===== src/source/soc_bus_consts.svh =====
/*
 * SoC memory bus constants: bus widths, address map and SRAM size
 */
`ifndef SOC_BUS_CONSTS_SVH
`define SOC_BUS_CONSTS_SVH

`define ADDR_LEN 32
`define DATA_LEN 32
`define ID_LEN 4
`define STRB_LEN (`DATA_LEN / 8)	// one strobe bit per byte
`define AXLEN_LEN 8
`define RESP_LEN 2

`define CLINT_BASE 32'h0200_0000
`define CLINT_MASK 32'hFFFF_0000	// 64 KiB region
`define MTIME_LO_ADDR 16'hBFF8
`define MTIME_HI_ADDR 16'hBFFC

`define SRAM_DEPTH_WORDS 256
`define SRAM_IDX_LEN 8	// word index taken from addr[9:2]

`define RESP_OKAY 2'b00

`endif


===== src/source/soc_bus_pkg.sv =====
/*
 * SoC memory bus types: device select, burst kind and SRAM FSM states
 */
`default_nettype none

package soc_bus_pkg;

	typedef enum logic {
		DEV_SRAM  = 1'b0,
		DEV_CLINT = 1'b1
	} device_e;

	// AXI burst encoding, WRAP not supported
	typedef enum logic [1:0] {
		BURST_FIXED = 2'b00,
		BURST_INCR  = 2'b01
	} burst_e;

	typedef enum logic [1:0] {
		SRAM_IDLE,
		SRAM_READ,
		SRAM_WRITE,
		SRAM_RESP
	} sram_state_e;

endpackage

`default_nettype wire


===== src/source/bus_xbar.sv =====
/*
 * Bus crossbar, steers the read channels to SRAM or CLINT
 * and forwards every write to the SRAM
 */
`timescale 1ns/1ps
`default_nettype none
`include "soc_bus_consts.svh"

module bus_xbar (
	input  logic [`ADDR_LEN-1:0]  ar_addr_i,
	input  logic                  ar_valid_i,
	output logic                  ar_ready_o,
	input  logic [`ID_LEN-1:0]    ar_id_i,
	input  logic [`AXLEN_LEN-1:0] ar_len_i,
	input  logic [1:0]            ar_burst_i,
	output logic [`DATA_LEN-1:0]  r_data_o,
	output logic [`RESP_LEN-1:0]  r_resp_o,
	output logic                  r_valid_o,
	input  logic                  r_ready_i,
	output logic                  r_last_o,
	output logic [`ID_LEN-1:0]    r_id_o,
	input  logic [`ADDR_LEN-1:0]  aw_addr_i,
	input  logic                  aw_valid_i,
	output logic                  aw_ready_o,
	input  logic [`ID_LEN-1:0]    aw_id_i,
	input  logic [1:0]            aw_burst_i,
	input  logic [`DATA_LEN-1:0]  w_data_i,
	input  logic [`STRB_LEN-1:0]  w_strb_i,
	input  logic                  w_valid_i,
	output logic                  w_ready_o,
	input  logic                  w_last_i,
	output logic [`RESP_LEN-1:0]  b_resp_o,
	output logic                  b_valid_o,
	input  logic                  b_ready_i,
	output logic [`ID_LEN-1:0]    b_id_o,

	input  soc_bus_pkg::device_e  rd_sel_i,

	output logic [`ADDR_LEN-1:0]  sram_ar_addr_o,
	output logic                  sram_ar_valid_o,
	input  logic                  sram_ar_ready_i,
	output logic [`ID_LEN-1:0]    sram_ar_id_o,
	output logic [`AXLEN_LEN-1:0] sram_ar_len_o,
	output logic [1:0]            sram_ar_burst_o,
	input  logic [`DATA_LEN-1:0]  sram_r_data_i,
	input  logic [`RESP_LEN-1:0]  sram_r_resp_i,
	input  logic                  sram_r_valid_i,
	output logic                  sram_r_ready_o,
	input  logic                  sram_r_last_i,
	input  logic [`ID_LEN-1:0]    sram_r_id_i,
	output logic [`ADDR_LEN-1:0]  sram_aw_addr_o,
	output logic                  sram_aw_valid_o,
	input  logic                  sram_aw_ready_i,
	output logic [`ID_LEN-1:0]    sram_aw_id_o,
	output logic [1:0]            sram_aw_burst_o,
	output logic [`DATA_LEN-1:0]  sram_w_data_o,
	output logic [`STRB_LEN-1:0]  sram_w_strb_o,
	output logic                  sram_w_valid_o,
	input  logic                  sram_w_ready_i,
	output logic                  sram_w_last_o,
	input  logic [`RESP_LEN-1:0]  sram_b_resp_i,
	input  logic                  sram_b_valid_i,
	output logic                  sram_b_ready_o,
	input  logic [`ID_LEN-1:0]    sram_b_id_i,

	output logic [`ADDR_LEN-1:0]  clint_ar_addr_o,
	output logic                  clint_ar_valid_o,
	input  logic                  clint_ar_ready_i,
	input  logic [`DATA_LEN-1:0]  clint_r_data_i,
	input  logic [`RESP_LEN-1:0]  clint_r_resp_i,
	input  logic                  clint_r_valid_i,
	input  logic                  clint_r_last_i,
	output logic                  clint_r_ready_o
);

	logic to_clint;

	assign to_clint = (rd_sel_i == soc_bus_pkg::DEV_CLINT);

	// request side, unselected slave sees no valid
	assign sram_ar_addr_o   = ar_addr_i;
	assign sram_ar_valid_o  = ar_valid_i & ~to_clint;
	assign sram_ar_id_o     = ar_id_i;
	assign sram_ar_len_o    = ar_len_i;
	assign sram_ar_burst_o  = ar_burst_i;
	assign sram_r_ready_o   = r_ready_i & ~to_clint;
	assign clint_ar_addr_o  = ar_addr_i;
	assign clint_ar_valid_o = ar_valid_i & to_clint;
	assign clint_r_ready_o  = r_ready_i & to_clint;

	// response side
	assign ar_ready_o = to_clint ? clint_ar_ready_i : sram_ar_ready_i;
	assign r_data_o   = to_clint ? clint_r_data_i : sram_r_data_i;
	assign r_resp_o   = to_clint ? clint_r_resp_i : sram_r_resp_i;
	assign r_valid_o  = to_clint ? clint_r_valid_i : sram_r_valid_i;
	assign r_last_o   = to_clint ? clint_r_last_i : sram_r_last_i;
	assign r_id_o     = to_clint ? '0 : sram_r_id_i;	// timer carries no id

	// CLINT is read only, so writes always land in SRAM
	assign sram_aw_addr_o  = aw_addr_i;
	assign sram_aw_valid_o = aw_valid_i;
	assign aw_ready_o      = sram_aw_ready_i;
	assign sram_aw_id_o    = aw_id_i;
	assign sram_aw_burst_o = aw_burst_i;
	assign sram_w_data_o   = w_data_i;
	assign sram_w_strb_o   = w_strb_i;
	assign sram_w_valid_o  = w_valid_i;
	assign w_ready_o       = sram_w_ready_i;
	assign sram_w_last_o   = w_last_i;
	assign b_resp_o        = sram_b_resp_i;
	assign b_valid_o       = sram_b_valid_i;
	assign sram_b_ready_o  = b_ready_i;
	assign b_id_o          = sram_b_id_i;

endmodule

`default_nettype wire


===== config.mk =====
export PLATFORM = sky130hd
export DESIGN_NAME = bus_xbar
export DESIGN_NICKNAME = d
export VERILOG_FILES = /design/src/source/soc_bus_pkg.sv /design/src/source/bus_xbar.sv
export VERILOG_INCLUDE_DIRS = /design/src /design/src/source
export SDC_FILE = /design/constraint.sdc
export NUM_CORES = 1
export LEC_CHECK = 0
export ABC_CLOCK_PERIOD_IN_PS = 1400
export BUFFER_PORTS_ARGS = -buffer_cell sky130_fd_sc_hd__clkbuf_2
export CORE_AREA = 4 4 163 165
export DETAILED_ROUTE_END_ITERATION = 16
export DIE_AREA = 0 0 167 169
export GPL_ROUTABILITY_DRIVEN = 1
export MAX_ROUTING_LAYER = met4
export PLACE_DENSITY = 0.45
export SYNTH_ARGS = -nofsm -noshare
export SYNTH_HDL_FRONTEND = slang
export SYNTH_SLANG_ARGS = --single-unit
export TNS_END_PERCENT = 1

===== constraint.sdc =====
create_clock -name vclk -period 1.4
set_clock_uncertainty 0.2 [all_clocks]
set_input_delay 0.28 -clock vclk [all_inputs]
set_output_delay 0.28 -clock vclk [all_outputs]
set_load 0.005 [all_outputs]

==> impl_metrics.toml <==
[global_route]
grt_pass1_wl_mm = 7.43
grt_start_max_net_pins = 11
grt_ovf = 0
grt_antenna_before_repair = 0
gr-usage-all-layers_pct = 3.54
grt_pass1_vias = 1161

[setup_path]
arrival_ns = 1.00
timing.critical_path.cells = "clkbuf_16 -> buf_12 -> mux2_4 -> clkbuf_2"
critical_path.n_buffers_inverters = 3
path_delay_family = "buffers and inverters"
critical_path.endpoint_type = "output pin"
timing.critical_path.fanout_max = 5
critical_path.max_stage_delay_ns = 0.31
start_kind = "input port"
cell_at_the_slowest_stage_of_the_critical_path = "sky130_fd_sc_hd__mux2_4"
cp.required_ns = 0.92
timing.setup.critical_path_class = "in2out"

[floorplan]
core-area_um2 = 25000
i_o_pin_total = 424
floorplan.die.height_um = 169
start_util_pct = 7.62
floorplan.rows = 58
die_x_um = 167
design.die.area_um2 = 28200

[status]
violations = "negative setup slack"
run_status = "finished with violations"

[sta]
setup_ws_ns = -0.0817
fmaxAchievable_ghz = 0.675
timing.final.crit_period_ns = 1.48
final-setup-viol-count = 43
grt_setup_unrepaired = "true"
slew_headroom_pct = 91.9
hold_slack_ns = 0.360
worst_slew_pin_slew_ns = 0.122
slew_violations = 0
final-hold-violation-count = 0
post-route-period-util_pct = 106
timing.setup.tns_ns = -2.11

[logic_synthesis]
synth.avg_cell_area_um2 = 8.87
ys_types = 7
syn_nets = 429
ys_warn_count = 0
synth_sequential_area_ratio_pct = 0
synth_largest_area_cell = "sky130_fd_sc_hd__buf_4"
synth_largest_type_area_fraction_pct = 64.9
synth.area.top_cells = "sky130_fd_sc_hd__buf_4 65%, sky130_fd_sc_hd__mux2_4 25%, sky130_fd_sc_hd__buf_12 3.1%"
synthCells = 215
synth_cell_area_um2 = 1910

[place]
port_buffers = 126
dpl_cell_area_um2 = 1680
gp_routability_congestion = 0.665

[route]
drt_pass1_iterations = 2
routed_via_density = 2.20
drt_first_iter_violations = 7
route.detailed.wl_per_inst_um = 11.8
drc_errors = 0
antenna_left = 0
dr_total_vias = 1123
drt-total-wl_mm = 6.02

[finish]
diodes = 0
nFillCells = 2913
n_clock_buffer = 0
seq_cell_count = 0
finalCoreUtilization_pct = 7.62
areaGrowthSynthToFinish_pct = 0
regArea_um2 = 0
final_layout_size_suffix_gt1_share_pct = 96.7
final_cell_area_um2 = 1910
finish.net_count = 397

[hold_path]
hold_path_cells = 0
class_of_the_tightest_hold_or_removal_check = "in2out"
worstHoldEndpoint = "sram_aw_valid_o"
hold_start = "aw_valid_i"

[clock_network]
cts_hold_buffers = 0
post_cts.repair.setup_buffers = 0

[pwr]
leakage_uw = 0.000969
p_per_cell_area_nw_per_um2 = 262
vdd.ir_drop.worst_v = 0.0000809

[job]
max-cap-violations = 0
==> per-layer routing <==
layer  GRT usage, %  wire [um]  up-vias
met1           2.27       1320      418
met4           3.38        590        0
li1               -          -      448
met3           2.76       1360       69
met5              -          0        -
met2           5.81       2760      188
==> cells in the mapped netlist <==
cell,n
sky130_fd_sc_hd__and2_1,2
sky130_fd_sc_hd__buf_12,3
sky130_fd_sc_hd__mux2_2,5
sky130_fd_sc_hd__mux2_4,32
sky130_fd_sc_hd__buf_6,2
sky130_fd_sc_hd__buf_4,165
sky130_fd_sc_hd__nor2b_1,6
==> layout make-up <==
type	count	area (um2)	area share, %
tap	330	413	21.6
multi-input combinational	45	612	32.1
timing repair buffer	136	883	46.3
==> stage by stage <==
stage	std cells	setup WS, ns	power (uW)
CTS	508	-0.116	483
detailed placement	504	-0.191	418
global route	511	-0.0942	535
floorplan	215	0.0603	593
global placement	504	-0.190	418
finish	511	-0.0817	499
==> what timing repair did <==
action                                  CTS  global route
resized for setup                        14             7
endpoints found under the setup margin   43            43
cloned                                    4             3
==> cell families after synthesis <==
family                 synth area share [%]
buffers and inverters                  69.2
muxes                                  28.1
and+or+nand+nor                        2.62
==> power breakdown <==
part | switching [uW] | internal, uW
clock network | 0 | 0
logic | 160 | 339
registers | 0 | 0
==> how the worst max path moves through the flow <==
| stage | start | end | slack (ns) | cells after the start |
|---|---|---|---|---|
| final | rd_sel_i | r_data_o[27] | -0.08 | 4 |
| after global routing | rd_sel_i | r_data_o[24] | -0.09 | 4 |
| after floorplan | rd_sel_i | r_data_o[0] | 0.06 | 3 |
| after CTS | rd_sel_i | r_data_o[27] | -0.12 | 4 |
| after global placement | rd_sel_i | r_data_o[15] | -0.19 | 4 |
| after detailed placement | rd_sel_i | r_data_o[27] | -0.19 | 4 |
==> layout by cell type, fill, tap and decap left out <==
| master | Yosys | final |
|---|---|---|
| sky130_fd_sc_hd__nor2b_4 | 0 | 1 |
| sky130_fd_sc_hd__buf_6 | 2 | 2 |
| sky130_fd_sc_hd__buf_8 | 0 | 1 |
| sky130_fd_sc_hd__buf_12 | 3 | 2 |
| sky130_fd_sc_hd__buf_2 | 0 | 4 |
| sky130_fd_sc_hd__and2_4 | 0 | 1 |
| sky130_fd_sc_hd__clkbuf_16 | 0 | 3 |
| sky130_fd_sc_hd__and2_1 | 2 | 1 |
| sky130_fd_sc_hd__buf_16 | 0 | 4 |
| sky130_fd_sc_hd__nor2b_1 | 6 | 5 |
| sky130_fd_sc_hd__mux2_2 | 5 | 1 |
| sky130_fd_sc_hd__clkbuf_2 | 0 | 120 |
| sky130_fd_sc_hd__mux2_4 | 32 | 36 |
Note: power is estimated with default switching activity, not from simulation.
