$ cat src/source/soc_bus_consts.svh
/*
 * SoC memory bus constants: bus widths, address map and SRAM size
 */
`ifndef SOC_BUS_CONSTS_SVH
`define SOC_BUS_CONSTS_SVH

`define ADDR_LEN 32
`define DATA_LEN 32
`define ID_LEN 4
`define STRB_LEN (`DATA_LEN / 8)	// one strobe bit per byte
`define AXLEN_LEN 8
`define RESP_LEN 2

`define CLINT_BASE 32'h0200_0000
`define CLINT_MASK 32'hFFFF_0000	// 64 KiB region
`define MTIME_LO_ADDR 16'hBFF8
`define MTIME_HI_ADDR 16'hBFFC

`define SRAM_DEPTH_WORDS 256
`define SRAM_IDX_LEN 8	// word index taken from addr[9:2]

`define RESP_OKAY 2'b00

`endif

$ cat src/source/clint_timer.sv
/*
 * CLINT timer, free running 64-bit mtime readable one word per beat
 */
`timescale 1ns/1ps
`default_nettype none
`include "soc_bus_consts.svh"

module clint_timer (
	input  logic                 clock,
	input  logic                 rst_n_i,
	input  logic [`ADDR_LEN-1:0] ar_addr_i,
	input  logic                 ar_valid_i,
	output logic                 ar_ready_o,
	output logic [`DATA_LEN-1:0] r_data_o,
	output logic [`RESP_LEN-1:0] r_resp_o,
	output logic                 r_valid_o,
	output logic                 r_last_o,
	input  logic                 r_ready_i
);

	logic [63:0]          mtime;
	logic                 pending;	// response waiting for r_ready
	logic [`DATA_LEN-1:0] rdata;

	always_ff @(posedge clock or negedge rst_n_i) begin
		if (!rst_n_i) begin
			mtime <= 64'd0;
		end else begin
			mtime <= mtime + 64'd1;
		end
	end

	always_ff @(posedge clock or negedge rst_n_i) begin
		if (!rst_n_i) begin
			pending <= 1'b0;
		end else if (ar_valid_i && ar_ready_o) begin
			pending <= 1'b1;
		end else if (r_valid_o && r_ready_i) begin
			pending <= 1'b0;
		end
	end

	// sample at the handshake, bit 2 picks the upper word
	always_ff @(posedge clock) begin
		if (ar_valid_i && ar_ready_o) begin
			rdata <= ar_addr_i[2] ? mtime[63:32] : mtime[31:0];
		end
	end

	assign ar_ready_o = ~pending;
	assign r_valid_o  = pending;
	assign r_data_o   = rdata;
	assign r_resp_o   = `RESP_OKAY;
	assign r_last_o   = pending;	// single beat, last on every response

endmodule

`default_nettype wire

$ cat config.mk
export PLATFORM = sky130hd
export DESIGN_NAME = clint_timer
export DESIGN_NICKNAME = d
export VERILOG_FILES = /design/src/source/clint_timer.sv
export VERILOG_INCLUDE_DIRS = /design/src /design/src/source
export SDC_FILE = /design/constraint.sdc
export NUM_CORES = 1
export LEC_CHECK = 0
export BUFFER_PORTS_ARGS = -buffer_cell sky130_fd_sc_hd__clkbuf_2
export CAP_MARGIN = 30
export CORE_ASPECT_RATIO = 2
export CORE_MARGIN = 2
export CORE_UTILIZATION = 30
export DETAILED_ROUTE_END_ITERATION = 12
export GPL_ROUTABILITY_DRIVEN = 0
export MAX_ROUTING_LAYER = met4
export PLACE_DENSITY = 0.6
export SETUP_SLACK_MARGIN = 0.02
export SKIP_LAST_GASP = 1
export SLEW_MARGIN = 20
export SYNTH_ARGS = -nofsm -noshare
export SYNTH_HDL_FRONTEND = slang
export SYNTH_SLANG_ARGS = --single-unit
$ cat constraint.sdc
create_clock -name clock -period 4.95 [get_ports clock]
set_clock_uncertainty 0.2 [all_clocks]
set_input_delay 0.2475 -clock clock [delete_from_list [all_inputs] [get_ports clock]]
set_output_delay 0.2475 -clock clock [all_outputs]
set_load 0.05 [all_outputs]
==> results.toml, run 1 <==
[worst_setup_path]
worst-setup-path-type = "flip-flop to flip-flop"
required_ns = 5.03
crit_chain = "ha_1 -> nand3_1 -> nor4_4 -> nand4_4 -> nor4_2 -> xor2_1"
critical-path-slowest-cell = "nor4_4"
timing.critical_path.from_type = "flip-flop"
critical_path.max_fanout = 9
slowest_delay_ns = 0.59
arrival_ns = 2.68
kind_of_end_point_of_the_critical_path = "flip-flop"

[die]
ios = 73
die-width_um = 89.1
die_area_um2 = 15500
initial_core_util_pct = 30.4
die_height_um = 174
fp-row-count = 62
core_um2 = 14300

[clock_network]
clkSinkCount = 97
cts_hold_buffers = 2
htree_levels = 3
clock_path_buffers = 2
clockRootBuffer = "clkbuf_16"
cts_resized = 0
tritoncts = "built"
post-cts-setup-buffers = 0
worstSkewPairLatency_ns = 0.35
cts_inserted_buffers = 9
clk_pin_slew_worst_paths_ns = 0.07

[cells_and_area]
fin_cells = 597
antenna-diode-count = 0
num-fill-cells = 1448
regArea_um2 = 2590
post_route_cells_drive_above_1_share_pct = 24.2
area.growth.synth_to_final_pct = 17.7
multiInputGateArea_um2 = 1670
final_net_count = 437

[run_status]
outcome = "complete, no violations"

[yosys]
yosys_register_bits = 97
synthTopCellsByArea = "dfrtp_1, edfxtp_1, mux2_2, xnor2_1, xor2_1"
post_synthesis_cell_type_with_the_largest_combined_area = "dfrtp_1"
synthesis_warning_total = 0
synth-main-ff-cell = "dfrtp_1"
synthCells = 351
yosys.area.top_type_share_pct = 37.4
syn_avg_cell_area_um2 = 12.4
share_of_synthesized_area_occupied_by_flip_flops_and_latches_pct = 59.5
synth.cell_area_um2 = 4350
yosys.cell_types.count = 31
asr_flop_ratio_synth_pct = 67.0
synth-edff-count = 32

[routing]
first_iter_violations = 128
vias = 2790
drt_drc_violations_left = 0
antenna_violating_nets_post_route = 0
route.layer.met1.wl_mm = 3.35
wl_met2_mm = 5.57
wirelength_mm = 9.46
via_count_normalized_by_instance_count = 4.67
avgRoutedWirePerCell_um = 15.8
drt-pass1-iter-count = 4
routed.top_layer = "met4"
met3_wire_length_um = 189

[placement]
place.port_buffers = 39
hpwlAfterDp_mm = 6.79
dp_cells = 577

[timing]
fmaxAchievable_ghz = 0.384
slew_headroom_pct = 43.1
final.min_clock_period_ns = 2.61
maxSlewViolCount = 0
rsz0062_at_grt = "false"
final_hold_viol_count = 0
final.setup.tns_ns = 0
final_period_utilization_pct = 52.6
timing_worst_slew_pin_value_ns = 0.853
setup_viol = 0

[power_and_ir_drop]
power_uw = 1660
cellLeakagePower_uw = 0.00221
cellPowerDensity_nw_per_um2 = 325
peakVddDrop_uv = 155

[flow_run]
maxCapViolations = 0

[global_route]
grt_pass1_wl_mm = 15.4
grt_start_max_net_pins = 66
globalRoute.totalOverflow = 0
antenna_found_initial = 0
via_count_of_the_first_global_routing_pass = 2952
grt_usage_pct = 13.6

[hold_path]
hp-class = "input pin to flip-flop"
-- layout make-up --
cell class | count | area share, %
well taps | 192 | 4.70
repair buffers | 45 | 5.29
flip-flops and latches | 97 | 50.6
clock buffers | 13 | 5.31
multi-input cells | 232 | 32.7
clock inverters | 3 | 0.294
inverters | 15 | 1.10
-- synth_stat cells, types with 2 or more instances --
cell type and count:
nand4_4 2, nand4_1 23, nor4_2 4, nor3_1 13, nand3_1 20, xor2_1 30, o21ai_0 5, nor2b_1 2
nor2_1 24, or2_2 2, nand2_1 25, inv_1 15, dfrtp_1 65, buf_4 3, edfxtp_1 32, mux2_2 28
clkbuf_1 4, nor4_1 10, and3_1 2, xnor2_1 31
-- registers in the layout, indices dropped and copies added (netlist names) --
signal / cells
r_last_o: 1
r_data_o: 32
mtime: 64
-- cell families after synthesis --
| family | count (synthesis) | synth area share, % |
|---|---|---|
| adders and majority gates | 1 | 0.288 |
| AOI/OAI and AO/OA | 6 | 0.749 |
| other | 1 | 0.0863 |
| buffers and inverters | 23 | 2.25 |
| xor gates and xnor gates | 61 | 12.3 |
| DFF | 97 | 59.5 |
| muxes | 28 | 7.26 |
| and+or+nand+nor | 134 | 17.5 |
-- power by group --
part	switching, uW	internal (uW)	total, uW
clock	289	383	672
combinational	109	25.3	135
sequential	5.90	849	855
total	404	1260	1660
-- worst max-delay path, delay by kind of cell, from the launching register on --
family | cells | cell delay [ns]
DFF | 1 | 0.41
adders and majority gates | 1 | 0.21
and+or+nand+nor | 4 | 1.54
xor gates and xnor gates | 1 | 0.17
-- cell usage in the layout (no fill, tap or decap), types with 2 or more instances in the layout --
| cell type | count |
|---|---|
| xor2_1 | 30 |
| nor4_1 | 10 |
| nor3_1 | 13 |
| conb_1 | 2 |
| nor2_1 | 24 |
| dfrtp_1 | 65 |
| nand4_1 | 23 |
| clkbuf_1 | 2 |
| nor4_2 | 4 |
| edfxtp_1 | 32 |
| nand4_4 | 2 |
| mux2_2 | 28 |
| and3_1 | 2 |
| dlygate4sd3_1 | 2 |
| clkbuf_2 | 39 |
| clkinv_2 | 3 |
| o21ai_0 | 5 |
| nand3_1 | 20 |
| clkbuf_16 | 10 |
| xnor2_1 | 31 |
| or2_2 | 2 |
| buf_12 | 2 |
| nand2_1 | 25 |
| inv_1 | 15 |
| buf_4 | 2 |
-- final timing paths --
kind / startpoint / slack (ns) / end / depth (start not counted)
max: mtime[0] / 2.34 / mtime[60] / 6
min: ar_valid_i / 0.13 / r_data_o[24] / 2
max reg2reg: mtime[0] / 2.34 / mtime[60] / 6
min reg2reg: mtime[63] / 0.28 / mtime[63] / 1
max in group asynchronous: rst_n_i / 3.55 / mtime[13] / 3
min in group asynchronous: rst_n_i / 0.44 / mtime[60] / 3
-- per-layer routing --
metal	track usage [%]	vias up
li1	-	1332
met1	13.3	1406
met5	-	-
met3	1.85	12
met4	6.97	0
met2	24.9	40
-- per-stage QoR --
step	hold slack, ns	area (um^2)	utilization (%)	worst slack [ns]
2_1_floorplan	-0.248	4350	-	2.21
3_3_place_gp	0.219	4770	33.4	2.33
3_5_place_dp	0.227	4770	33.4	2.29
4_1_cts	0.266	5070	35.5	2.28
5_1_grt	0.137	5110	35.8	2.17
6_report	0.129	5110	35.8	2.34
Power figures use the tool's default switching activity.
==> run 2, diff against run 1 <==
--- a/config.mk
+++ b/config.mk
@@ -6,6 +6,7 @@
 export SDC_FILE = /design/constraint.sdc
 export NUM_CORES = 1
 export LEC_CHECK = 0
+export ABC_AREA = 1
 export BUFFER_PORTS_ARGS = -buffer_cell sky130_fd_sc_hd__clkbuf_2
 export CAP_MARGIN = 30
 export CORE_ASPECT_RATIO = 2
@@ -14,7 +15,7 @@
 export DETAILED_ROUTE_END_ITERATION = 12
 export GPL_ROUTABILITY_DRIVEN = 0
 export MAX_ROUTING_LAYER = met4
-export PLACE_DENSITY = 0.6
+export PLACE_DENSITY = 0.61
 export SETUP_SLACK_MARGIN = 0.02
 export SKIP_LAST_GASP = 1
 export SLEW_MARGIN = 20
==> constraint.sdc (replaced) <==
create_clock -name clock -period 2.1 [get_ports clock]
set_clock_uncertainty 0.2 [all_clocks]
set_input_delay 0.105 -clock clock [delete_from_list [all_inputs] [get_ports clock]]
set_output_delay 0.105 -clock clock [all_outputs]
set_load 0.05 [all_outputs]
==> run 2 against run 1 <==
Net effect: synthesized area increased by 17%; non-clock buffer count increased by 2; wire length increased by 55%; first-iteration DRC count increased by 130%; largest cell class unchanged.
==> results.toml, run 2 <==
[run_status]
outcome = "complete, no violations"

[global_route]
globalRoute.totalOverflow = 0
via_count_of_the_first_global_routing_pass = 4160
grt_usage_pct = 17.9
antenna_found_initial = 0
grt_start_max_net_pins = 66
grt_pass1_wl_mm = 22.5

[worst_setup_path]
arrival_ns = 1.98
crit-reg2reg-capture = "mtime[62]"
worst_r2r_startpoint = "mtime[17]"
slack_of_the_worst_reg_to_reg_path_ns = 0.17
worst-setup-path-type = "flip-flop to flip-flop"
timing.critical_path.from_type = "flip-flop"
worst_r2r_path_depth = 7
required_ns = 2.14
kind_of_end_point_of_the_critical_path = "flip-flop"
critical_path.max_fanout = 5

[die]
die_height_um = 188
die_area_um2 = 18000
core_um2 = 16700
ios = 73
initial_core_util_pct = 30.4
fp-row-count = 67
die-width_um = 96.0

[timing]
final.min_clock_period_ns = 1.93
final.setup.tns_ns = 0
fmaxAchievable_ghz = 0.517
rsz0062_at_grt = "false"
timing_worst_slew_pin_value_ns = 0.545
setup_viol = 0
maxSlewViolCount = 0
final_period_utilization_pct = 92.1
final_hold_viol_count = 0
finalWorstSetupSlack_ns = 0.166
slew_headroom_pct = 63.3

[flow_run]
maxCapViolations = 0

[yosys]
synthCells = 643
post_synthesis_cell_type_with_the_largest_combined_area = "dfrtp_1"
synth-main-ff-cell = "dfrtp_1"
synthesis_warning_total = 0
yosys.cell_types.count = 24
synthTopCellsByArea = "dfrtp_1, edfxtp_1, nand2_1, nor2_1, xor2_1"
synth-edff-count = 32
cell_with_the_most_instances_after_synthesis = "nand2_1"
yosys.area.top_type_share_pct = 32.1
share_of_synthesized_area_occupied_by_flip_flops_and_latches_pct = 51.0
yosys_register_bits = 97
netlist_top_cells_count = "nand2_1, nor2_1, dfrtp_1"
asr_flop_ratio_synth_pct = 67.0
synth.cell_area_um2 = 5070
syn_avg_cell_area_um2 = 7.89

[power_and_ir_drop]
cellLeakagePower_uw = 0.00239
peakVddDrop_uv = 358
internal_power_uw = 3260
seqPwrFrac_pct = 47.1
sw_frac_of_total_pct = 23.9
power_uw = 4290
power.combinational.fraction_pct = 8.1
share_clk_of_total_power_pct = 44.7
p_switching_uw = 1020
cellPowerDensity_nw_per_um2 = 723

[clock_network]
htree_levels = 3
tritoncts = "built"
clk_pin_slew_worst_paths_ns = 0.07
cts_hold_buffers = 3
worstSkewPairLatency_ns = 0.35
clkSinkCount = 97
cts_inserted_buffers = 9
cts_resized = 0
post-cts-setup-buffers = 0
clockRootBuffer = "clkbuf_16"
clock_path_buffers = 2

[cells_and_area]
layout_commonest_cell = "nand2_1"
largest-register = "mtime"
final_net_count = 729
area.growth.synth_to_final_pct = 16.9
num-fill-cells = 1693
most-common-layout-cells = "nand2_1, nor2_1, dfrtp_1"
largest_register_ffs = 64
antenna-diode-count = 0
post_route_cells_drive_above_1_share_pct = 13.3

[routing]
wirelength_mm = 14.7
first_iter_violations = 294
via_count_normalized_by_instance_count = 4.64
drt_drc_violations_left = 0
antenna_violating_nets_post_route = 0
vias = 4196
avgRoutedWirePerCell_um = 16.3
drt-pass1-iter-count = 5

[placement]
hpwlAfterDp_mm = 11.6
dpl_worst_slack_ns = 0.205
place.port_buffers = 39

[hold_path]
hp-class = "input pin to asynchronous set/reset pin"
[run 2: area by class of cell]
cell class / instances / area, um^2 / area share, %
Clock inverter: 5 / 103 / 1.73
Timing Repair Buffer: 47 / 288 / 4.85
Clock buffer: 11 / 243 / 4.09
Inverter: 64 / 248 / 4.18
Tap cell: 207 / 259 / 4.37
Sequential cell: 97 / 2590 / 43.6
Multi-Input combinational cell: 473 / 2200 / 37.2
[run 2: how the worst max path moves through the flow]
stage	startpoint	to	slack [ns]	depth (start not counted)
global route	mtime[1]	mtime[62]	0.07	8
CTS	mtime[1]	mtime[62]	0.20	8
global placement	mtime[1]	mtime[62]	0.24	8
finish	mtime[17]	mtime[62]	0.17	7
detailed placement	mtime[1]	mtime[62]	0.21	8
floorplan	r_last_o	r_data_o[0]	0.02	3
[run 2: cell families after synthesis]
group / synth area share (%)
flops: 51.0
buf+inv: 5.70
xor+xnor: 5.52
simple gates: 32.2
fa+ha+maj: 0.247
other cells: 0.0739
compound gates: 5.23
[run 2: stage by stage]
| step | util [%] | cells | hold WS (ns) | cell area, um^2 |
|---|---|---|---|---|
| finish | 35.6 | 904 | 0.0901 | 5930 |
| global route | 35.6 | 904 | 0.120 | 5930 |
| CTS | 35.6 | 904 | 0.0928 | 5930 |
| detailed placement | 33.3 | 885 | -0.0409 | 5560 |
| global placement | 33.3 | 885 | -0.0451 | 5560 |
| floorplan | - | 644 | -0.391 | 5090 |
[run 2: critical path, cell delays in order (launching register included)]
cell	delay, ns
dfrtp_1	0.45
nand2_1	0.16
nor2_1	0.19
nand2_1	0.09
nor2_1	0.36
nand2_2	0.15
o21ai_1	0.17
nand2_1	0.06
[run 2: metal layers]
layer  vias up  part of all wire [%]  track usage, %
met1      1935                    33            16.2
met3        54                   2.1            2.61
met2       104                    57            32.0
met5         -                     0               -
met4         0                   8.0            13.8
li1       2103                     -               -
[run 2: power by group through the flow]
stage	Combinational [uW]	Sequential [uW]	Clock, uW
floorplan	84.9	2220	0
global placement	346	2060	0
finish	348	2020	1920
CTS	354	2020	1950
global route	366	2030	2000
detailed placement	347	2060	0
