===== src/source/soc_bus_consts.svh =====
/*
 * SoC memory bus constants: bus widths, address map and SRAM size
 */
`ifndef SOC_BUS_CONSTS_SVH
`define SOC_BUS_CONSTS_SVH

`define ADDR_LEN 32
`define DATA_LEN 32
`define ID_LEN 4
`define STRB_LEN (`DATA_LEN / 8)	// one strobe bit per byte
`define AXLEN_LEN 8
`define RESP_LEN 2

`define CLINT_BASE 32'h0200_0000
`define CLINT_MASK 32'hFFFF_0000	// 64 KiB region
`define MTIME_LO_ADDR 16'hBFF8
`define MTIME_HI_ADDR 16'hBFFC

`define SRAM_DEPTH_WORDS 256
`define SRAM_IDX_LEN 8	// word index taken from addr[9:2]

`define RESP_OKAY 2'b00

`endif


===== src/source/soc_bus_pkg.sv =====
/*
 * SoC memory bus types: device select, burst kind and SRAM FSM states
 */
`default_nettype none

package soc_bus_pkg;

	typedef enum logic {
		DEV_SRAM  = 1'b0,
		DEV_CLINT = 1'b1
	} device_e;

	// AXI burst encoding, WRAP not supported
	typedef enum logic [1:0] {
		BURST_FIXED = 2'b00,
		BURST_INCR  = 2'b01
	} burst_e;

	typedef enum logic [1:0] {
		SRAM_IDLE,
		SRAM_READ,
		SRAM_WRITE,
		SRAM_RESP
	} sram_state_e;

endpackage

`default_nettype wire


===== src/source/device_select.sv =====
/*
 * Read address decoder, picks SRAM or CLINT and holds the route
 * until the last read beat has been accepted
 */
`timescale 1ns/1ps
`default_nettype none
`include "soc_bus_consts.svh"

module device_select (
	input  logic                   clock,
	input  logic                   rst_n_i,
	input  logic [`ADDR_LEN-1:0]   ar_addr_i,
	input  logic                   ar_valid_i,
	input  logic                   ar_ready_i,
	input  logic                   r_valid_i,
	input  logic                   r_ready_i,
	input  logic                   r_last_i,
	output soc_bus_pkg::device_e   rd_sel_o
);

	soc_bus_pkg::device_e addr_dev;	// decode of the current ar address
	soc_bus_pkg::device_e held_dev;
	logic                 busy;

	assign addr_dev = ((ar_addr_i & `CLINT_MASK) == `CLINT_BASE) ?
		soc_bus_pkg::DEV_CLINT : soc_bus_pkg::DEV_SRAM;

	always_ff @(posedge clock or negedge rst_n_i) begin
		if (!rst_n_i) begin
			busy     <= 1'b0;
			held_dev <= soc_bus_pkg::DEV_SRAM;
		end else if (!busy) begin
			if (ar_valid_i && ar_ready_i) begin
				busy     <= 1'b1;	// request taken, lock route
				held_dev <= addr_dev;
			end
		end else if (r_valid_i && r_ready_i && r_last_i) begin
			busy <= 1'b0;
		end
	end

	// responses go back to whichever slave took the request
	assign rd_sel_o = busy ? held_dev : addr_dev;

endmodule

`default_nettype wire


===== config.mk =====
export PLATFORM = sky130hd
export DESIGN_NAME = device_select
export DESIGN_NICKNAME = d
export VERILOG_FILES = /design/src/source/soc_bus_pkg.sv /design/src/source/device_select.sv
export VERILOG_INCLUDE_DIRS = /design/src /design/src/source
export SDC_FILE = /design/constraint.sdc
export NUM_CORES = 1
export LEC_CHECK = 0
export BUFFER_PORTS_ARGS = -buffer_cell sky130_fd_sc_hd__buf_2
export CAP_MARGIN = 25
export CORE_AREA = 2 2 39 41
export DETAILED_ROUTE_END_ITERATION = 8
export DIE_AREA = 0 0 41 43
export SETUP_SLACK_MARGIN = 0.05
export SLEW_MARGIN = 5
export SYNTH_ARGS = -nofsm -noshare
export SYNTH_HDL_FRONTEND = slang
export SYNTH_SLANG_ARGS = --single-unit

===== constraint.sdc =====
create_clock -name clock -period 1.2 [get_ports clock]
set_input_delay 0.18 -clock clock [delete_from_list [all_inputs] [get_ports clock]]
set_output_delay 0.18 -clock clock [all_outputs]
set_load 0.02 [all_outputs]

==> results of run 1 <==
## cell families (layout without fill, tap and decap cells)
kind of cell,count (synthesis),count (layout)
AOI/OAI and AO/OA,2,2
and+or+nand+nor,11,11
buffers and inverters,0,27
DFF,2,2
## state kept, by name, summed over array words and instances (netlist names)
register	count
held_dev	1
busy	1
## per-stage QoR
stage	instances	setup WS (ns)
floorplan	15	0.1200
global placement	54	-0.008121
detailed placement	54	-0.02770
CTS	58	0.01736
global route	58	-0.05303
finish	58	0.03583
## worst reg2reg max path: cells and delay by family (launching register included)
kind	cells	cell delay [ns]
flops	1	0.39
simple gates	2	0.30
compound gates	1	0.06
## cell type report
class                   count  area, um2  share of cell area (%)
repair buffers             24      158.9                   42.47
multi-input cells          13      122.6                   32.78
flip-flops and latches      2      50.05                   13.38
clock buffers               3      22.52                   6.020
well taps                  16      20.02                   5.351
## synth_stat cells
master / n
o21ai_1: 2
nand3b_1: 1
nand3_1: 1
nand2_1: 4
dfrtp_1: 2
nand4_1: 1
nor4_2: 3
nor4b_2: 1
## worst paths after layout
| check | end | from | slack (ns) | depth (start not counted) |
|---|---|---|---|---|
| min reg2reg | held_dev | held_dev | 0.50 | 2 |
| min | busy | r_ready_i | 0.24 | 4 |
| min in group asynchronous | held_dev | rst_n_i | 0.28 | 2 |
| max reg2reg | held_dev | busy | 0.33 | 3 |
| max in group asynchronous | busy | rst_n_i | 0.83 | 2 |
| max | rd_sel_o | ar_addr_i[19] | 0.04 | 5 |
## per-layer routing
layer / global-route usage [%] / vias to the layer above / routed length (um)
met4: 8.000 / 0 / 0
met1: 7.029 / 91 / 173
li1: - / 113 / -
met2: 10.63 / 17 / 242
met5: 0 / - / 0
met3: 1.571 / 0 / 75
## placed cells by master, fill, tap and decap left out, drive strengths merged
cell type,synthesis,layout
o21ai,2,2
clkbuf,0,3
nand4,1,1
nand2,4,4
dfrtp,2,2
buf,0,23
nand3b,1,1
nor4,3,3
dlygate4sd3,0,1
nand3,1,1
nor4b,1,1
## power by group through the flow
stage | logic (mW) | registers [mW] | clock network (mW)
3_5_place_dp | 0.0595 | 0.0883 | 0
4_1_cts | 0.0740 | 0.0877 | 0.159
3_3_place_gp | 0.0586 | 0.0870 | 0
6_report | 0.0816 | 0.0866 | 0.147
2_1_floorplan | 0.0179 | 0.0854 | 0
5_1_grt | 0.0891 | 0.0885 | 0.160
## repair_timing
action / CTS / global route
gates resized for setup: 6 / 3
hold buffers: 1 / 0
cloned: 0 / 0
hold endpoints to repair: 2 / 0
pin swaps: 5 / 3
setup endpoints to repair: 1 / 1
==> flow_summary.yaml, run 1 <==
outcome:
  status: "finished, final reports clean"
global_routing:
  track_usage_pct: 7.114
  gr-total-overflow: 0
  antenna_found_initial: 0
  first_global_vias: 221
  grt_pass1_wl_um: 779
  grt_max_degree: 5
run:
  max_cap_viol_count: 0
worst_setup_path:
  critPathLaunchType: "primary input"
  path_delay_family: "simple AND/OR/NAND/NOR gates"
  slowest_stage: "nor4_4"
  crit_arrival_ns: 0.98
  critPathBufInv: 2
  worstSetupEndpointType: "primary output"
  cpPeakStageDelay_ns: 0.25
  crit_fanout: 2
  path_cells: "buf_6, nor4_4, nand4_1, o21ai_1, buf_4"
  crit_required_ns: 1.02
  worstSetupPathType: "in -> out"
placed_design:
  io_buffers: 23
  place.gp.congestion: 0.6161
  placed_area_um2: 281.5
timing:
  fin_setup_tns_ns: 0
  hold_viol_final: 0
  min_period_over_period_pct: 97.01
  skew_ns: 0.0001426
  min_period_ns: 1.164
  hold_ws_ns: 0.2417
  relSlewSlack_pct: 87.10
  tightest_slew_ns: 0.1921
  drv_slew: 0
  rsz0062_at_grt: "yes"
  fmax_ghz: 0.8590
  setup_viol: 0
synth:
  syn-num-nets: 54
  synth_top_family_by_area: "simple AND/OR/NAND/NOR gates"
  synth.distinct_cells: 8
  synth_top_area_cell: "dfrtp_1"
  netlist_instances: 15
  netlist_top_cells_area: "dfrtp_1 (34%), nor4_2 (26%), nand2_1 (10%)"
  synth-compound-area-share_pct: 6.838
  synth_fa_ha_area_share_pct: 0
  synth_xor_area_share_pct: 0
  synth.top_cell.area_share_pct: 34.19
  synth_mux_area_share_pct: 0
  avgSynthCellArea_um2: 9.759
  yosys.area_share.simple_pct: 58.97
  synth_seq_cells: 2
  synth-seq-area-share_pct: 34.19
  ys_warn_count: 0
  netlist_area_um2: 146.4
cells_and_area:
  fin_util_pct: 27.03
  syn_to_final_growth_pct: 155.6
  antenna_cells: 0
  layout-drive-gt1-share_pct: 71.43
  final_area_um2: 374.1
  fin_nets: 83
  fillers: 164
power_and_ir_drop:
  cell_internal_pwr_mw: 0.2399
  swShare_pct: 24.00
  totalPowerFinal_mw: 0.3156
  p_comb_share_pct: 25.9
  p_leak_nw: 0.1734
  powerDensity_nw_per_um2: 843.7
  switchingPower_mw: 0.07576
  seqPwrFrac_pct: 27.4
  power_frac_clock_pct: 46.7
  peakVddDrop_mv: 0.1900
detailed_routing:
  vias: 221
  ant_nets: 0
  wl_per_cell_um: 8.466
  drt_wl_total_um: 491
  drtIter0Drc: 2
  via_per_inst: 3.810
  drcViolationCount: 0
  firstDrtPassIters: 4
cts:
  post-cts-setup-buffers: 0
  cts_sinks: 2
  root_buffer: "clkbuf_4"
  clk_path_buf_depth: 2
  htreeDepth: 1
  numCtsBuffers: 3
  cts_tree: "built"
  clkLatencyLatePin_ns: 0.22
  clk_pin_slew_worst_paths_ns: 0.03
worst_hold_path:
  hold_path.class: "in -> reg"
floorplan:
  dieWidth_um: 41
  die-area_um2: 1763
  rows: 14
  die_h_um: 43
  start_util_pct: 10.58
  core_area_um2: 1384
  io_pins: 40
No activity file was read; power rests on OpenSTA's default activity.
==> run 2, diff against run 1 <==
--- a/config.mk
+++ b/config.mk
@@ -7,11 +7,11 @@
 export NUM_CORES = 1
 export LEC_CHECK = 0
 export BUFFER_PORTS_ARGS = -buffer_cell sky130_fd_sc_hd__buf_2
-export CAP_MARGIN = 25
+export CAP_MARGIN = 20
 export CORE_AREA = 2 2 39 41
 export DETAILED_ROUTE_END_ITERATION = 8
 export DIE_AREA = 0 0 41 43
-export SETUP_SLACK_MARGIN = 0.05
+export PLACE_DENSITY = 0.55
 export SLEW_MARGIN = 5
 export SYNTH_ARGS = -nofsm -noshare
 export SYNTH_HDL_FRONTEND = slang
==> flow_summary.yaml, run 2 (same netlist as run 1, synthesis figures left out) <==
outcome:
  status: "finished, final reports clean"
cts:
  htreeDepth: 1
  cts_sinks: 2
  clkLatencyLatePin_ns: 0.22
  cts_tree: "built"
  numCtsBuffers: 3
  clk_pin_slew_worst_paths_ns: 0.03
  post-cts-setup-buffers: 0
  root_buffer: "clkbuf_4"
  clk_path_buf_depth: 2
detailed_routing:
  via_per_inst: 3.638
  firstDrtPassIters: 1
  wl_per_cell_um: 8.552
  vias: 211
  wl_met2_um: 254
  m1WireLength_um: 182
  drt_wl_total_um: 496
  wl_met3_um: 59
  drtIter0Drc: 0
  highest_layer: "met3"
  drcViolationCount: 0
  ant_nets: 0
timing:
  min_period_over_period_pct: 97.26
  setup_viol: 0
  fin_setup_tns_ns: 0
  fmax_ghz: 0.8569
  tightest_slew_ns: 0.2005
  hold_viol_final: 0
  drv_slew: 0
  rsz0062_at_grt: "yes"
  min_period_ns: 1.167
  hold_ws_ns: 0.2419
  relSlewSlack_pct: 86.52
  skew_ns: 0.0004450
global_routing:
  grt_max_degree: 5
  antenna_found_initial: 0
  first_global_vias: 224
  gr-total-overflow: 0
  track_usage_pct: 7.315
  grt_pass1_wl_um: 772
cells_and_area:
  syn_to_final_growth_pct: 135.0
  antenna_cells: 0
  fin_nets: 83
  final_area_um2: 344.1
  layout-drive-gt1-share_pct: 71.43
  final_common_cell: "buf_2"
  layout_common_cells: "buf_2 (19), nand2_1 (4), nor4_2 (3), clkbuf_4 (3), buf_6 (3)"
  reg_top3: "busy: 1 flops, held_dev: 1 flops"
worst_setup_path:
  rr_startpoint: "busy"
  crit_start: "ar_addr_i[24]"
  critPathLaunchType: "primary input"
  critPathBufInv: 2
  crit_required_ns: 1.02
  worstSetupEndpointType: "primary output"
  path_delay_family: "simple AND/OR/NAND/NOR gates"
  crit_fanout: 2
  cpPeakStageDelay_ns: 0.26
  worstSetupPathType: "in -> out"
  slowest_stage: "nor4b_4"
  crit_arrival_ns: 0.99
  path_cells: "buf_6, nor4b_4, nand4_1, o21ai_1, buf_4"
placed_design:
  io_buffers: 23
  place.gp.congestion: 0.5605
  placed_area_um2: 281.5
  dpl.hpwl_um: 409.7
floorplan:
  rows: 14
  core_area_um2: 1384
  die_h_um: 43
  start_util_pct: 10.58
  die-area_um2: 1763
  dieWidth_um: 41
  io_pins: 40
worst_hold_path:
  hold_path.class: "in -> reg"
  hold_start: "r_ready_i"
power_and_ir_drop:
  peakVddDrop_mv: 0.2119
  p_leak_nw: 0.1661
  powerDensity_nw_per_um2: 887.3
run:
  max_cap_viol_count: 0
run 2: cell count changes in the layout (fill, tap and decap cells not counted):
| cell | before | now |
|---|---|---|
| buf_6 | 5 | 3 |
| nor4_2 | 1 | 3 |
| nor4_4 | 2 | 0 |
| buf_2 | 17 | 19 |
run 2: area by class of cell:
class                           count  area [um2]
Clock buffer                        3       22.52
Fill cell                         156        1040
Timing Repair Buffer               24       146.4
Multi-Input combinational cell     13       105.1
Tap cell                           16       20.02
Sequential cell                     2       50.05
run 2: final timing paths:
path	to	slack [ns]	cells after the start
min in group asynchronous	held_dev	0.27	2
worst max register to register	held_dev	0.34	3
worst min-delay path	busy	0.24	4
worst min register to register	held_dev	0.49	2
worst max-delay path	rd_sel_o	0.03	5
max in group asynchronous	busy	0.83	2
run 2: through the flow:
step	utilization [%]	setup WS (ns)	std cells	power [mW]
2_1_floorplan	-	0.1200	15	0.1033
3_3_place_gp	20.34	-0.009780	54	0.1461
3_5_place_dp	20.34	-0.01583	54	0.1487
4_1_cts	23.96	0.0005806	58	0.3150
5_1_grt	24.86	-0.02450	58	0.3279
6_report	24.86	0.03294	58	0.3053
run 2: metal layers:
| layer | up-vias | GRT usage (%) |
|---|---|---|
| met5 | - | 0 |
| met2 | 15 | 9.688 |
| met3 | 0 | 1.571 |
| met1 | 83 | 6.709 |
| met4 | 0 | 12.00 |
| li1 | 113 | - |
run 2: tightest hold or removal path, delay by kind of cell:
kind | cells | cell delay (ns)
AND/OR/NAND/NOR | 3 | 0.17
buffers and inverters | 1 | 0.07
run 2: what timing repair did:
| action | in CTS | in global routing |
|---|---|---|
| hold buffers | 1 | 0 |
| endpoints found under the hold margin | 2 | 0 |
| pin swaps | 3 | 4 |
| gates resized for setup | 3 | 2 |
| endpoints found under the setup margin | 1 | 1 |
run 2: where the power goes:
group          leakage [nW]  total [mW]  switching [mW]  internal [mW]
Combinational         0.127      0.0713          0.0254         0.0459
Sequential           0.0255      0.0866         0.00870         0.0779
Clock                0.0138       0.147          0.0371          0.110
Total                 0.166       0.305          0.0712          0.234
==> run 3, diff against run 2 <==
==> constraint.sdc (replaced) <==
create_clock -name clock -period 1.2 [get_ports clock]
set_input_delay 0.18 -clock clock [delete_from_list [all_inputs] [get_ports clock]]
set_output_delay 0.18 -clock clock [all_outputs]
set_load 0.005 [all_outputs]
==> flow_summary.yaml, run 3 (same netlist as run 1, synthesis figures left out) <==
timing:
  rsz0062_at_grt: "no"
  tightest_slew_ns: 0.2049
  setup_viol: 0
  fmax_ghz: 0.8780
  drv_slew: 0
  relSlewSlack_pct: 86.23
  min_period_over_period_pct: 94.91
  skew_ns: 0.0004673
  setup_slack_ns: 0.06110
  fin_setup_tns_ns: 0
  hold_viol_final: 0
  min_period_ns: 1.139
  hold_ws_ns: 0.2418
run:
  max_cap_viol_count: 0
placed_design:
  dp_cells: 54
  place.gp.congestion: 0.5605
  io_buffers: 23
  dp_slack_ns: 0.03558
  dpl.hpwl_um: 409.7
global_routing:
  first_global_vias: 226
  grt_pass1_wl_um: 759
  grt_max_degree: 5
  antenna_found_initial: 0
  gr-total-overflow: 0
  track_usage_pct: 7.214
cells_and_area:
  syn_to_final_growth_pct: 129.1
  layout_common_cells: "buf_2 (21), nand2_1 (4), nor4_2 (3), clkbuf_4 (3)"
  fin_cells: 58
  seq_area_um2: 50.05
  antenna_cells: 0
  final_common_cell: "buf_2"
  reg_top3: "busy: 1 flops, held_dev: 1 flops"
  multi_input_area_um2: 105.1
  fillers: 156
  fin_nets: 83
  layout-drive-gt1-share_pct: 71.43
worst_hold_path:
  hold_path.class: "in -> reg"
  worstHoldPathCells: 4
worst_setup_path:
  worst_r2r_path_depth: 3
  cpPeakStageDelay_ns: 0.26
  crit_fanout: 2
  critPathLaunchType: "primary input"
  cpMostUsedCell: "buf_2"
  slowest_stage: "nor4_2"
  crit_required_ns: 1.02
  worstSetupEndpointType: "primary output"
  crit_arrival_ns: 0.96
  worstSetupPathType: "in -> out"
  path_cells: "buf_2, nor4_2, nand4_1, o21ai_1, buf_2"
cts:
  clk_path_buf_depth: 2
  clkLatencyLatePin_ns: 0.22
  htreeDepth: 1
  numCtsBuffers: 3
  root_buffer: "clkbuf_4"
  cts_tree: "built"
  clk_pin_slew_worst_paths_ns: 0.03
  cts_sinks: 2
power_and_ir_drop:
  p_leak_nw: 0.1641
  powerDensity_nw_per_um2: 903.9
  peakVddDrop_mv: 0.2119
  totalPowerFinal_mw: 0.3031
detailed_routing:
  drt_wl_total_um: 492
  via_per_inst: 3.603
  drtIter0Drc: 0
  drcViolationCount: 0
  ant_nets: 0
  wl_per_cell_um: 8.483
  vias: 209
  firstDrtPassIters: 1
outcome:
  status: "finished, final reports clean"
floorplan:
  start_util_pct: 10.58
  die-area_um2: 1763
  core_area_um2: 1384
  die_h_um: 43
  io_pins: 40
  dieWidth_um: 41
  rows: 14
-- run 3: report_power, final --
part	leakage [nW]	internal (mW)	switching, mW
Combinational	0.125	0.0439	0.0254
Clock	0.0138	0.110	0.0371
Sequential	0.0255	0.0779	0.00854
-- run 3: stage by stage --
step                area, um2  util, %
floorplan               146.4        -
global placement        281.5    20.34
detailed placement      281.5    20.34
CTS                     314.1    22.69
global route            335.3    24.23
finish                  335.3    24.23
-- run 3: layout make-up --
class,count,area share (%)
Clock buffer,3,6.716
Tap cell,16,5.970
Timing Repair Buffer,24,41.04
Multi-Input combinational cell,13,31.34
Sequential cell,2,14.93
-- run 3: per-layer routing --
metal | GRT usage (%) | routed length [um] | vias to the layer above | part of all wire, %
li1 | - | - | 113 | -
met4 | 12.00 | 0 | 0 | 0
met3 | 1.571 | 59 | 0 | 12
met2 | 9.688 | 249 | 15 | 51
met5 | 0 | 0 | - | 0
met1 | 6.390 | 183 | 81 | 37
-- run 3: worst paths after layout --
check | startpoint | to | slack (ns)
setup / recovery | ar_addr_i[21] | rd_sel_o | 0.06
hold / removal | r_ready_i | busy | 0.24
setup reg to reg | busy | held_dev | 0.34
hold reg to reg | held_dev | held_dev | 0.48
max in group asynchronous | rst_n_i | busy | 0.83
min in group asynchronous | rst_n_i | held_dev | 0.27
-- run 3: repair_timing --
| action | in CTS | in global routing |
|---|---|---|
| hold buffers | 1 | 0 |
| endpoints found under the hold margin | 2 | 0 |
| setup buffers | 0 | 0 |
| setup endpoints to repair | 0 | 1 |
| gates resized for setup | 0 | 3 |
-- run 3: worst max-delay path: cells and delay by family --
kind,cells,cell delay [ns]
buf+inv,2,0.22
simple gates,2,0.41
compound gates,1,0.14
